==> config.mk <==
export PLATFORM = sky130hd
export DESIGN_NAME = ppu_reg_top
export DESIGN_NICKNAME = d
export VERILOG_FILES = /design/src/common/ppu_pkg.sv /design/src/hw/ppu_regs.sv /design/src/hw/ppu_status.sv /design/src/vram_addr/loopy_addr.sv /design/src/ppu_bus/ppu_mem_map.sv /design/src/hw/ppu_reg_top.sv
export VERILOG_INCLUDE_DIRS = /design/src /design/src/common
export SDC_FILE = /design/constraint.sdc
export NUM_CORES = 1
export LEC_CHECK = 0
export BUFFER_PORTS_ARGS = -buffer_cell sky130_fd_sc_hd__buf_2
export CAP_MARGIN = 20
export CORE_MARGIN = 10
export CORE_UTILIZATION = 46
export CTS_BUF_LIST = sky130_fd_sc_hd__clkbuf_8 sky130_fd_sc_hd__clkbuf_16
export DETAILED_ROUTE_END_ITERATION = 10
export PLACE_DENSITY = 0.8
export RECOVER_POWER = 50
export SLEW_MARGIN = 15
export SYNTH_ARGS = -nofsm -noshare
export SYNTH_HDL_FRONTEND = slang
export SYNTH_HIERARCHICAL = 1
export SYNTH_SLANG_ARGS = --single-unit
==> constraint.sdc <==
create_clock -name clk -period 2.5 [get_ports clk]
set_input_delay 0.25 -clock clk [delete_from_list [all_inputs] [get_ports clk]]
set_output_delay 0.25 -clock clk [all_outputs]
set_load 0.02 [all_outputs]
==> src/common/ppu_params.svh <==
`ifndef PPU_PARAMS_SVH
`define PPU_PARAMS_SVH

// cpu data bus and memory data
`define PPU_DATA_W 8

// temporary and current video address
`define PPU_VADDR_W 15

// pattern memory, 8 KiB
`define PPU_CHR_AW 13

// nametable memory, two 1 KiB pages
`define PPU_NT_AW 11

// palette memory, 32 entries
`define PPU_PAL_AW 5

`endif

==> src/common/ppu_pkg.sv <==
package ppu_pkg;

`include "ppu_params.svh"

    // cpu register selects, OAMDMA keeps its slot but does nothing here
    typedef enum logic [3:0] {
        PPUCTRL   = 4'd0,
        PPUMASK   = 4'd1,
        PPUSTATUS = 4'd2,
        OAMADDR   = 4'd3,
        OAMDATA   = 4'd4,
        PPUSCROLL = 4'd5,
        PPUADDR   = 4'd6,
        PPUDATA   = 4'd7,
        OAMDMA    = 4'd8
    } reg_sel_t;

    typedef enum logic {
        MIRROR_HORZ = 1'b0,
        MIRROR_VERT = 1'b1
    } mirror_t;

    // one cpu bus cycle, wr = 1 for a write
    typedef struct packed {
        reg_sel_t                sel;
        logic                    en;
        logic                    wr;
        logic [`PPU_DATA_W-1:0]  wdata;
    } cpu_req_t;

    typedef struct packed {
        logic [`PPU_CHR_AW-1:0]  addr;
        logic                    re;
        logic                    we;
        logic [`PPU_DATA_W-1:0]  wdata;
    } chr_port_t;

    typedef struct packed {
        logic [`PPU_NT_AW-1:0]   addr;
        logic                    re;
        logic                    we;
        logic [`PPU_DATA_W-1:0]  wdata;
    } nt_port_t;

    typedef struct packed {
        logic [`PPU_PAL_AW-1:0]  addr;
        logic                    re;
        logic                    we;
        logic [`PPU_DATA_W-1:0]  wdata;
    } pal_port_t;

    typedef struct packed {
        logic [7:0]              addr;
        logic                    re;
        logic                    we;
        logic [`PPU_DATA_W-1:0]  wdata;
    } oam_port_t;

    // event strobes from the render side
    typedef struct packed {
        logic ovr_set;
        logic ovr_clr;
        logic zero_set;
        logic zero_clr;
        logic vbl_set;
        logic vbl_clr;
    } status_evt_t;

    // bypass marks palette data, which skips the read buffer
    typedef struct packed {
        logic [`PPU_DATA_W-1:0]  data;
        logic                    bypass;
    } vdata_rd_t;

endpackage

==> src/hw/ppu_regs.sv <==
`timescale 1ns/1ps
`include "ppu_params.svh"

module ppu_regs (
    input  logic                    clk,
    input  logic                    rst_n,
    input  ppu_pkg::cpu_req_t       cpu_req,
    input  logic [`PPU_DATA_W-1:0]  status_byte,
    input  ppu_pkg::vdata_rd_t      vdata_rd,
    input  logic [`PPU_DATA_W-1:0]  oam_rd_data,
    output ppu_pkg::oam_port_t      oam,
    output logic                    vram_inc_32,
    output logic [`PPU_DATA_W-1:0]  ctrl,
    output logic [`PPU_DATA_W-1:0]  mask,
    output logic [`PPU_DATA_W-1:0]  read_data
);
    import ppu_pkg::*;

    logic [7:0]             oam_addr_q;
    logic [`PPU_DATA_W-1:0] rd_buf;
    logic                   wr_acc;
    logic                   rd_acc;

    assign wr_acc = cpu_req.en && cpu_req.wr;
    assign rd_acc = cpu_req.en && !cpu_req.wr;

    // step size for the video address, 32 walks down a nametable column
    assign vram_inc_32 = ctrl[2];

    // OAM is accessed at OAMADDR in the cycle of the OAMDATA access
    always_comb begin
        oam.addr  = oam_addr_q;
        oam.re    = rd_acc && (cpu_req.sel == OAMDATA);
        oam.we    = wr_acc && (cpu_req.sel == OAMDATA);
        oam.wdata = cpu_req.wdata;
    end

    // write-side registers
    always_ff @(posedge clk or negedge rst_n) begin
        if (!rst_n) begin
            ctrl       <= '0;
            mask       <= '0;
            oam_addr_q <= '0;
        end else if (wr_acc) begin
            case (cpu_req.sel)
                PPUCTRL: begin
                    ctrl <= cpu_req.wdata;
                end
                PPUMASK: begin
                    mask <= cpu_req.wdata;
                end
                OAMADDR: begin
                    oam_addr_q <= cpu_req.wdata;
                end
                OAMDATA: begin
                    // auto increment after each data write
                    oam_addr_q <= oam_addr_q + 8'd1;
                end
                default: begin
                end
            endcase
        end
    end

    // read data holds until the next read of a readable register
    always_ff @(posedge clk or negedge rst_n) begin
        if (!rst_n) begin
            read_data <= '0;
            rd_buf    <= '0;
        end else if (rd_acc) begin
            case (cpu_req.sel)
                PPUSTATUS: begin
                    read_data <= status_byte;
                end
                OAMDATA: begin
                    read_data <= oam_rd_data;
                end
                PPUDATA: begin
                    if (vdata_rd.bypass) begin
                        // palette comes straight through, buffer untouched
                        read_data <= vdata_rd.data;
                    end else begin
                        // one read late: return old buffer, refill it
                        read_data <= rd_buf;
                        rd_buf    <= vdata_rd.data;
                    end
                end
                default: begin
                end
            endcase
        end
    end

endmodule

==> src/hw/ppu_status.sv <==
`timescale 1ns/1ps
`include "ppu_params.svh"

module ppu_status (
    input  logic                    clk,
    input  logic                    rst_n,
    input  ppu_pkg::cpu_req_t       cpu_req,
    input  ppu_pkg::status_evt_t    status_evt,
    output logic [`PPU_DATA_W-1:0]  status_byte
);
    import ppu_pkg::*;

    logic       ovr_flag;
    logic       zero_flag;
    logic       vbl_flag;
    logic [4:0] last_wr;
    logic       status_rd;

    assign status_rd = cpu_req.en && !cpu_req.wr && (cpu_req.sel == PPUSTATUS);

    // bit 7 vblank, 6 sprite zero, 5 overflow, rest is bus residue
    assign status_byte = {vbl_flag, zero_flag, ovr_flag, last_wr};

    // clear is checked last so it wins over a set
    always_ff @(posedge clk or negedge rst_n) begin
        if (!rst_n) begin
            ovr_flag  <= 1'b0;
            zero_flag <= 1'b0;
            vbl_flag  <= 1'b0;
            last_wr   <= '0;
        end else begin
            if (status_evt.ovr_set) ovr_flag <= 1'b1;
            if (status_evt.ovr_clr) ovr_flag <= 1'b0;

            if (status_evt.zero_set) zero_flag <= 1'b1;
            if (status_evt.zero_clr) zero_flag <= 1'b0;

            if (status_evt.vbl_set) vbl_flag <= 1'b1;
            if (status_evt.vbl_clr || status_rd) vbl_flag <= 1'b0;

            // any register write leaves its low bits behind
            if (cpu_req.en && cpu_req.wr) begin
                last_wr <= cpu_req.wdata[4:0];
            end
        end
    end

endmodule

==> src/vram_addr/loopy_addr.sv <==
`timescale 1ns/1ps
`include "ppu_params.svh"

module loopy_addr (
    input  logic                     clk,
    input  logic                     rst_n,
    input  ppu_pkg::cpu_req_t        cpu_req,
    input  logic                     vram_inc_32,
    output logic [`PPU_VADDR_W-1:0]  video_addr,
    output logic [2:0]               fine_x
);
    import ppu_pkg::*;

    // shared by PPUSCROLL and PPUADDR
    typedef enum logic {
        FIRST_WRITE  = 1'b0,
        SECOND_WRITE = 1'b1
    } wr_toggle_t;

    wr_toggle_t              toggle;
    logic [`PPU_VADDR_W-1:0] t_addr;
    logic [`PPU_VADDR_W-1:0] v_addr;
    logic [`PPU_VADDR_W-1:0] step;
    logic [`PPU_DATA_W-1:0]  d;

    assign d          = cpu_req.wdata;
    assign step       = vram_inc_32 ? `PPU_VADDR_W'd32 : `PPU_VADDR_W'd1;
    assign video_addr = v_addr;

    // t layout: fine y [14:12], nametable [11:10], coarse y [9:5], coarse x [4:0]
    always_ff @(posedge clk or negedge rst_n) begin
        if (!rst_n) begin
            toggle <= FIRST_WRITE;
            t_addr <= '0;
            v_addr <= '0;
            fine_x <= '0;
        end else if (cpu_req.en) begin
            case (cpu_req.sel)
                PPUCTRL: begin
                    if (cpu_req.wr) t_addr[11:10] <= d[1:0];
                end
                PPUSTATUS: begin
                    if (!cpu_req.wr) toggle <= FIRST_WRITE;
                end
                PPUSCROLL: begin
                    if (cpu_req.wr && toggle == FIRST_WRITE) begin
                        fine_x      <= d[2:0];
                        t_addr[4:0] <= d[7:3];
                        toggle      <= SECOND_WRITE;
                    end else if (cpu_req.wr) begin
                        t_addr[14:12] <= d[2:0];
                        t_addr[9:5]   <= d[7:3];
                        toggle        <= FIRST_WRITE;
                    end
                end
                PPUADDR: begin
                    if (cpu_req.wr && toggle == FIRST_WRITE) begin
                        // high byte, bit 14 forced low
                        t_addr[14:8] <= {1'b0, d[5:0]};
                        toggle       <= SECOND_WRITE;
                    end else if (cpu_req.wr) begin
                        t_addr[7:0] <= d;
                        v_addr      <= {t_addr[14:8], d};
                        toggle      <= FIRST_WRITE;
                    end
                end
                PPUDATA: begin
                    // wraps naturally at 15 bits
                    v_addr <= v_addr + step;
                end
                default: begin
                end
            endcase
        end
    end

endmodule

==> src/ppu_bus/ppu_mem_map.sv <==
`timescale 1ns/1ps
`include "ppu_params.svh"

module ppu_mem_map (
    input  logic [`PPU_VADDR_W-1:0]  video_addr,
    input  ppu_pkg::cpu_req_t        cpu_req,
    input  ppu_pkg::mirror_t         mirroring,
    output ppu_pkg::chr_port_t       chr,
    input  logic [`PPU_DATA_W-1:0]   chr_rd_data,
    output ppu_pkg::nt_port_t        nt,
    input  logic [`PPU_DATA_W-1:0]   nt_rd_data,
    output ppu_pkg::pal_port_t       pal,
    input  logic [`PPU_DATA_W-1:0]   pal_rd_data,
    output ppu_pkg::vdata_rd_t       vdata_rd
);
    import ppu_pkg::*;

    logic [13:0]             a;
    logic                    data_acc;
    logic                    is_chr;
    logic                    is_nt;
    logic                    is_pal;
    logic                    nt_page;
    logic [`PPU_PAL_AW-1:0]  pal_addr;

    // the ppu bus is only 14 bits wide
    assign a        = video_addr[13:0];
    assign data_acc = cpu_req.en && (cpu_req.sel == PPUDATA);

    assign is_chr = (a < 14'h2000);
    assign is_nt  = !is_chr && (a < 14'h3F00);
    assign is_pal = (a >= 14'h3F00);

    // horizontal: 0x2000/0x2400 share a page, select by bit 11
    assign nt_page = (mirroring == MIRROR_HORZ) ? a[11] : a[10];

    // sprite backdrop entries alias the background ones
    assign pal_addr = (a[1:0] == 2'b00) ? {1'b0, a[3:0]} : a[4:0];

    always_comb begin
        chr.addr  = a[`PPU_CHR_AW-1:0];
        chr.re    = data_acc && !cpu_req.wr && is_chr;
        chr.we    = data_acc && cpu_req.wr && is_chr;
        chr.wdata = cpu_req.wdata;

        nt.addr   = {nt_page, a[9:0]};
        nt.re     = data_acc && !cpu_req.wr && is_nt;
        nt.we     = data_acc && cpu_req.wr && is_nt;
        nt.wdata  = cpu_req.wdata;

        pal.addr  = pal_addr;
        pal.re    = data_acc && !cpu_req.wr && is_pal;
        pal.we    = data_acc && cpu_req.wr && is_pal;
        pal.wdata = cpu_req.wdata;
    end

    // read return, palette flagged so the buffer is skipped
    always_comb begin
        if (is_pal) begin
            vdata_rd.data   = pal_rd_data;
            vdata_rd.bypass = 1'b1;
        end else if (is_nt) begin
            vdata_rd.data   = nt_rd_data;
            vdata_rd.bypass = 1'b0;
        end else begin
            vdata_rd.data   = chr_rd_data;
            vdata_rd.bypass = 1'b0;
        end
    end

endmodule

==> src/hw/ppu_reg_top.sv <==
`timescale 1ns/1ps
`include "ppu_params.svh"

module ppu_reg_top (
    input  logic                      clk,
    input  logic                      rst_n,
    input  ppu_pkg::cpu_req_t         cpu_req,
    output logic [`PPU_DATA_W-1:0]    read_data,
    output logic [`PPU_DATA_W-1:0]    ctrl,
    output logic [`PPU_DATA_W-1:0]    mask,
    input  ppu_pkg::status_evt_t      status_evt,
    input  ppu_pkg::mirror_t          mirroring,
    output ppu_pkg::oam_port_t        oam,
    input  logic [`PPU_DATA_W-1:0]    oam_rd_data,
    output ppu_pkg::chr_port_t        chr,
    input  logic [`PPU_DATA_W-1:0]    chr_rd_data,
    output ppu_pkg::nt_port_t         nt,
    input  logic [`PPU_DATA_W-1:0]    nt_rd_data,
    output ppu_pkg::pal_port_t        pal,
    input  logic [`PPU_DATA_W-1:0]    pal_rd_data,
    output logic [`PPU_VADDR_W-1:0]   video_addr,
    output logic [2:0]                fine_x
);
    import ppu_pkg::*;

    logic [`PPU_DATA_W-1:0] status_byte;
    logic                   vram_inc_32;
    vdata_rd_t              vdata_rd;

    ppu_regs u_regs (
        .clk         (clk),
        .rst_n       (rst_n),
        .cpu_req     (cpu_req),
        .status_byte (status_byte),
        .vdata_rd    (vdata_rd),
        .oam_rd_data (oam_rd_data),
        .oam         (oam),
        .vram_inc_32 (vram_inc_32),
        .ctrl        (ctrl),
        .mask        (mask),
        .read_data   (read_data)
    );

    ppu_status u_status (
        .clk         (clk),
        .rst_n       (rst_n),
        .cpu_req     (cpu_req),
        .status_evt  (status_evt),
        .status_byte (status_byte)
    );

    loopy_addr u_loopy (
        .clk         (clk),
        .rst_n       (rst_n),
        .cpu_req     (cpu_req),
        .vram_inc_32 (vram_inc_32),
        .video_addr  (video_addr),
        .fine_x      (fine_x)
    );

    ppu_mem_map u_mem_map (
        .video_addr  (video_addr),
        .cpu_req     (cpu_req),
        .mirroring   (mirroring),
        .chr         (chr),
        .chr_rd_data (chr_rd_data),
        .nt          (nt),
        .nt_rd_data  (nt_rd_data),
        .pal         (pal),
        .pal_rd_data (pal_rd_data),
        .vdata_rd    (vdata_rd)
    );

endmodule

==> impl_metrics.ini, run 1 <==
[run_status]
status = finished with violations
violations = max-capacitance violations, max-slew violations

[synthesis]
yosysWarnings = 6
synthMostInstantiatedCell = dfrtp_1
synthSimpleGateAreaFrac_pct = 17.1
synth_xor_xnor_area_share_pct = 0.182
synth.distinct_cells = 61
ys_ff_latch = 74
synth_fa_ha_area_share_pct = 1.04
synth.avg_cell_area_sq_um = 10.2
synth_compound_area_share_pct = 11.5
synth_common_cells = dfrtp_1, buf_4, mux2_2
synth_area_leaders = dfrtp_1, mux2_2, buf_4
synth_top_area_share_pct = 38.5
syn_area_sq_um = 4810
synthMuxAreaShare_pct = 18.6
synth_edf_count = 0
ys_async_sr_fraction_pct = 100
synth_top_family_by_area = multiplexers
synth_flop_cell = dfrtp_1
yosysTopAreaCell = dfrtp_1
syn_nets = 529
seq_area_frac_synth_pct = 38.5
syn_inst = 470

[clock_network]
cts-root-buf = clkbuf_8
clock_sinks = 74
cts_hold_buf = 0
cts_resized = 0
cts_buffer_depth = 2
cts_tree = built
numCtsBuffers = 9
clkTransAtPathRegs_ns = 0.07
clk_latency_ns = 0.34
h-tree-depth = 3
cts_setup_buffers = 0

[worst_setup_path]
worstSetupEndpointType = flip-flop
reg2regPathDepth = 7
worst-r2r-setup-slack_ns = 0.25
arrival_ns = 2.47
r2r-end = u_regs/read_data[4]
cp_max_fo = 11
crit_required_ns = 2.73
crit_path_start_kind = flip-flop
r2r_start = u_loopy/video_addr[9]
critPathKind = reg -> reg

[global_route]
grt_max_degree = 75
grt_pass1_wl_um = 20600
grt.total_usage_pct = 17.1
grt_antenna_before_repair = 0
overflow = 0
first_global_vias = 3941

[final_layout]
antennaDiodeCount = 0
area_growth_pct = 13.1
nFillCells = 953
utilization_pct = 53.1
layout-drive-gt1-share_pct = 37.5
finish.net_count = 641

[timing]
hold_viol = 0
maxSlewViolCount = 75
fmax_ghz = 0.445
skew_ns = 0.00973
rsz0062_at_grt = false
setup-violations-final = 0
fin_crit_sh_pct = 89.9
slew-limit-headroom_pct = -24.0
setup-tns-final_ns = 0
period_needed_ns = 2.25
worstMarginPinSlew_ns = 1.86

[run]
cap_violations = 1

[power_and_ir_drop]
p_per_area_nw_per_um2 = 760
p_leak_nw = 2.50
irDropWorstVdd_uv = 405

[worst_hold_path]
hold_path_end = u_status/zero_flag
min_from = status_evt[2]
min_path_cells = 2
hp-class = in -> reg

[routing]
drt_iter0_markers = 432
dr.pass1.iters = 5
antenna_left = 0
routed_wl_um = 13300
via_count = 4039
wire_per_inst_um = 18.4
avgViaCountPerCell = 5.59
drc = 0

[placement]
hpwl_um = 9860
port-buffer-count = 173
place_congestion = 0.859

[floorplanning]
coreArea_sq_um = 10200
initial_core_util_pct = 47.0
dieArea_sq_um = 14900
num_io_pins = 174
die_x_um = 122
rows = 37
die_h_um = 122
-- flip-flops by register name, summed over array words and instances (netlist names), 5 cells and up --
name and cells:
u_loopy/t_addr 7, u_loopy/video_addr 15, u_status/last_wr 5, u_regs/mask 8, u_regs/rd_buf 8, u_regs/ctrl 8
u_regs/read_data 8, u_regs/oam_addr_q 8
-- how the worst max path moves through the flow --
stage	from	to	slack, ns	depth (start not counted)
floorplan	u_loopy/video_addr[11]	u_regs/rd_buf[0]	0.04	9
global placement	u_loopy/video_addr[9]	u_regs/read_data[5]	0.36	7
detailed placement	u_loopy/video_addr[9]	u_regs/read_data[4]	0.29	7
CTS	u_loopy/video_addr[9]	u_regs/read_data[4]	0.28	7
global route	u_loopy/video_addr[9]	u_regs/read_data[4]	0.19	7
finish	u_loopy/video_addr[9]	u_regs/read_data[4]	0.25	7
-- critical path: stages, from the launching register on --
cell	delay, ns
dfrtp_1	0.45
nand2_1	0.08
or3_4	0.48
mux2_4	0.33
mux2i_1	0.18
nor2_1	0.08
a221o_1	0.26
mux2_2	0.27
-- cell type report --
cell class	count	area, sq um	area share, %
inverters	3	11.3	0.207
clock buffers	11	151	2.78
flip-flops and latches	74	1850	34.1
multi-input cells	308	2330	42.9
well taps	136	170	3.13
clock inverters	4	18.8	0.345
repair buffers	186	900	16.5
-- where the power goes --
part / switching (W) / internal [W] / leakage [nW] / total (W)
Clock: 0.000423 / 0.000401 / 0.0961 / 0.000824
Combinational: 0.000961 / 0.000622 / 1.48 / 0.00158
Sequential: 0.000253 / 0.00147 / 0.918 / 0.00173
-- cells by family (layout without fill, tap and decap cells) --
family,Yosys count,in the layout
muxes,78,78
buffers and inverters,88,204
adders and majority gates,4,4
DFF,74,74
AOI/OAI and AO/OA,80,80
xor gates and xnor gates,1,1
and+or+nand+nor,145,145
-- per-layer routing --
layer | share of wire, % | global-route usage (%) | vias to the layer above
met5 | 0 | 0 | -
met4 | 0.78 | 4.34 | 0
met3 | 9.6 | 5.79 | 16
met2 | 48 | 27.5 | 168
met1 | 42 | 21.7 | 1972
li1 | - | - | 1883
-- cell usage in the layout (no fill, tap or decap), drive strengths merged, types with 6 or more instances in the layout --
master	Yosys	layout
nand2	23	23
clkbuf	5	63
and3	9	9
mux2i	13	13
a21oi	22	22
nand4	6	6
o21ai	12	12
a211oi	6	6
a31oi	7	7
buf	80	134
nor2	38	38
nor3	8	8
nor4	6	6
a221o	8	8
nand3	11	11
mux2	65	65
dfrtp	74	74
-- stage by stage --
stage | hold WS (ns) | total power, W | setup slack, ns | instances | cell area [sq um]
after detailed placement | 0.402 | 0.00337 | 0.289 | 707 | 5330
final | 0.0477 | 0.00414 | 0.252 | 722 | 5440
after global placement | 0.400 | 0.00332 | 0.358 | 707 | 5330
after floorplan | -0.0456 | 0.00291 | 0.0423 | 470 | 4810
after CTS | 0.0335 | 0.00420 | 0.276 | 722 | 5500
after global routing | 0.0339 | 0.00440 | 0.194 | 722 | 5440
No activity file was read; power rests on OpenSTA's default activity.
==> run 2, diff against run 1 <==
--- a/config.mk
+++ b/config.mk
@@ -9,10 +9,11 @@
 export BUFFER_PORTS_ARGS = -buffer_cell sky130_fd_sc_hd__buf_2
 export CAP_MARGIN = 20
 export CORE_MARGIN = 10
-export CORE_UTILIZATION = 46
+export CORE_UTILIZATION = 51
 export CTS_BUF_LIST = sky130_fd_sc_hd__clkbuf_8 sky130_fd_sc_hd__clkbuf_16
 export DETAILED_ROUTE_END_ITERATION = 10
-export PLACE_DENSITY = 0.8
+export GPL_TIMING_DRIVEN = 0
+export PLACE_DENSITY = 0.84
 export RECOVER_POWER = 50
 export SLEW_MARGIN = 15
 export SYNTH_ARGS = -nofsm -noshare
==> constraint.sdc (replaced) <==
create_clock -name clk -period 2.4 [get_ports clk]
set_input_delay 0.24 -clock clk [delete_from_list [all_inputs] [get_ports clk]]
set_output_delay 0.24 -clock clk [all_outputs]
set_load 0.02 [all_outputs]
==> run 2 against run 1 <==
The run still ends with max-capacitance violations, max-slew violations left. Wire length increased by 8.8%. Global-route usage increased by 2.8 points. Core utilization increased by 13 points. Sequential share of layout area decreased by 3.6 points. Count of clock-buffer cells in the layout decreased by 1. Clock power increased by 35%. Power increased by 17%. Non-clock buffer count increased by 80. First-iteration DRC count decreased by 52%. Via count increased by 8.3%. Critical path type unchanged.
==> impl_metrics.ini, run 2 (same netlist as run 1, synthesis figures left out) <==
[run_status]
status = finished with violations
violations = max-capacitance violations, max-slew violations

[timing]
period_needed_ns = 2.32
fin_crit_sh_pct = 96.8
setup-violations-final = 0
slew-limit-headroom_pct = -4.98
fmax_ghz = 0.431
setup-tns-final_ns = 0
hold_viol = 0
worstMarginPinSlew_ns = 1.57
skew_ns = 0.0141
maxSlewViolCount = 26
whs_ns = 0.0303

[floorplanning]
dieArea_sq_um = 13700
die_h_um = 117
num_io_pins = 174
coreArea_sq_um = 9200
initial_core_util_pct = 52.3
rows = 35
die_x_um = 117

[worst_setup_path]
crit_required_ns = 2.64
cp_max_fo = 10
reg2regPathDepth = 9
worstSetupEndpointType = flip-flop
critPathKind = reg -> reg
crit_path_start_kind = flip-flop
arrival_ns = 2.56

[clock_network]
clock_sinks = 74
cts_buffer_depth = 2
cts_tree = built
clkTransAtPathRegs_ns = 0.08
h-tree-depth = 3
cts-root-buf = clkbuf_8
numCtsBuffers = 9
clk_latency_ns = 0.36

[power_and_ir_drop]
total_power_w = 0.00485
p_per_area_nw_per_um2 = 793
irDropWorstVdd_uv = 551
p_leak_nw = 2.95

[final_layout]
nFillCells = 749
finish.net_count = 721
final_cell_mix = buf_2, dfrtp_1, mux2_2
final_common_cell = buf_2
postLayoutCellArea_sq_um = 6110
antennaDiodeCount = 0
area_growth_pct = 27.0
largest_reg_flops = 15
layout-drive-gt1-share_pct = 49.0
final_cell_count_no_fill = 778

[global_route]
grt.total_usage_pct = 19.9
grt_antenna_before_repair = 1
overflow = 0
first_global_vias = 4344
grt_pass1_wl_um = 21700
grt_max_degree = 50

[placement]
place_congestion = 0.835
placed_area_sq_um = 5850
hpwl_um = 10900
place_inst = 755
port-buffer-count = 173

[routing]
via_count = 4376
drt_iter0_markers = 206
wire_per_inst_um = 18.6
antenna_left = 0
dr.pass1.iters = 5
drc = 0
routed_wl_um = 14500
avgViaCountPerCell = 5.62

[run]
cap_violations = 1

[worst_hold_path]
min_path_cells = 2
hp-class = in -> reg
## run 2: layout make-up
| cell class | count | area (sq um) | area share [%] |
|---|---|---|---|
| inverter | 3 | 11.3 | 0.184 |
| tap | 111 | 139 | 2.27 |
| buffer | 83 | 612 | 10.0 |
| multi-input combinational | 308 | 2330 | 38.1 |
| clock buffer | 10 | 138 | 2.25 |
| timing repair buffer | 183 | 930 | 15.2 |
| clock inverter | 6 | 90.1 | 1.48 |
| sequential | 74 | 1860 | 30.4 |
## run 2: final timing paths
check,from,to,slack [ns]
max,u_loopy/video_addr[11],u_regs/read_data[0],0.08
min,status_evt[4],u_status/ovr_flag,0.03
max reg2reg,u_loopy/video_addr[11],u_regs/read_data[0],0.08
min reg2reg,u_status/zero_flag,u_status/zero_flag,0.51
max in group asynchronous,rst_n,u_loopy/video_addr[12],0.55
min in group asynchronous,rst_n,u_loopy/video_addr[11],0.83
## run 2: worst max-delay path: stages, from the launching register on
cell and delay, ns:
dfrtp_2 0.40, nand2_1 0.06, or3_4 0.41, buf_6 0.17, inv_1 0.11, buf_6 0.17, mux2i_1 0.24, nor2_1 0.06
a221o_1 0.30, mux2_2 0.28
## run 2: power by group
part | switching, W | internal [W]
registers | 0.000283 | 0.00154
logic | 0.00106 | 0.000851
clock network | 0.000491 | 0.000615
total | 0.00184 | 0.00301
## run 2: through the flow
step / setup WS, ns / utilization [%]
2_1_floorplan: 0.0338 / -
3_3_place_gp: -0.105 / 63.3
3_5_place_dp: -0.171 / 63.6
4_1_cts: 0.0000147 / 66.2
5_1_grt: -0.00885 / 66.4
6_report: 0.0772 / 66.4
## run 2: layer usage
metal,GRT usage [%],up-vias,wire length (um)
met5,0,-,7
met4,5.35,2,184
met3,6.98,19,1540
met2,34.5,226,7140
met1,22.7,2090,5620
li1,-,2039,-
## run 2: timing repair
action                     CTS  global route
setup buffers                1             7
hold endpoints to repair    25             0
hold buffers                 1             0
resized for setup            0             2
pin swaps                    0             0
gates cloned                 0             0
setup endpoints to repair   16            16
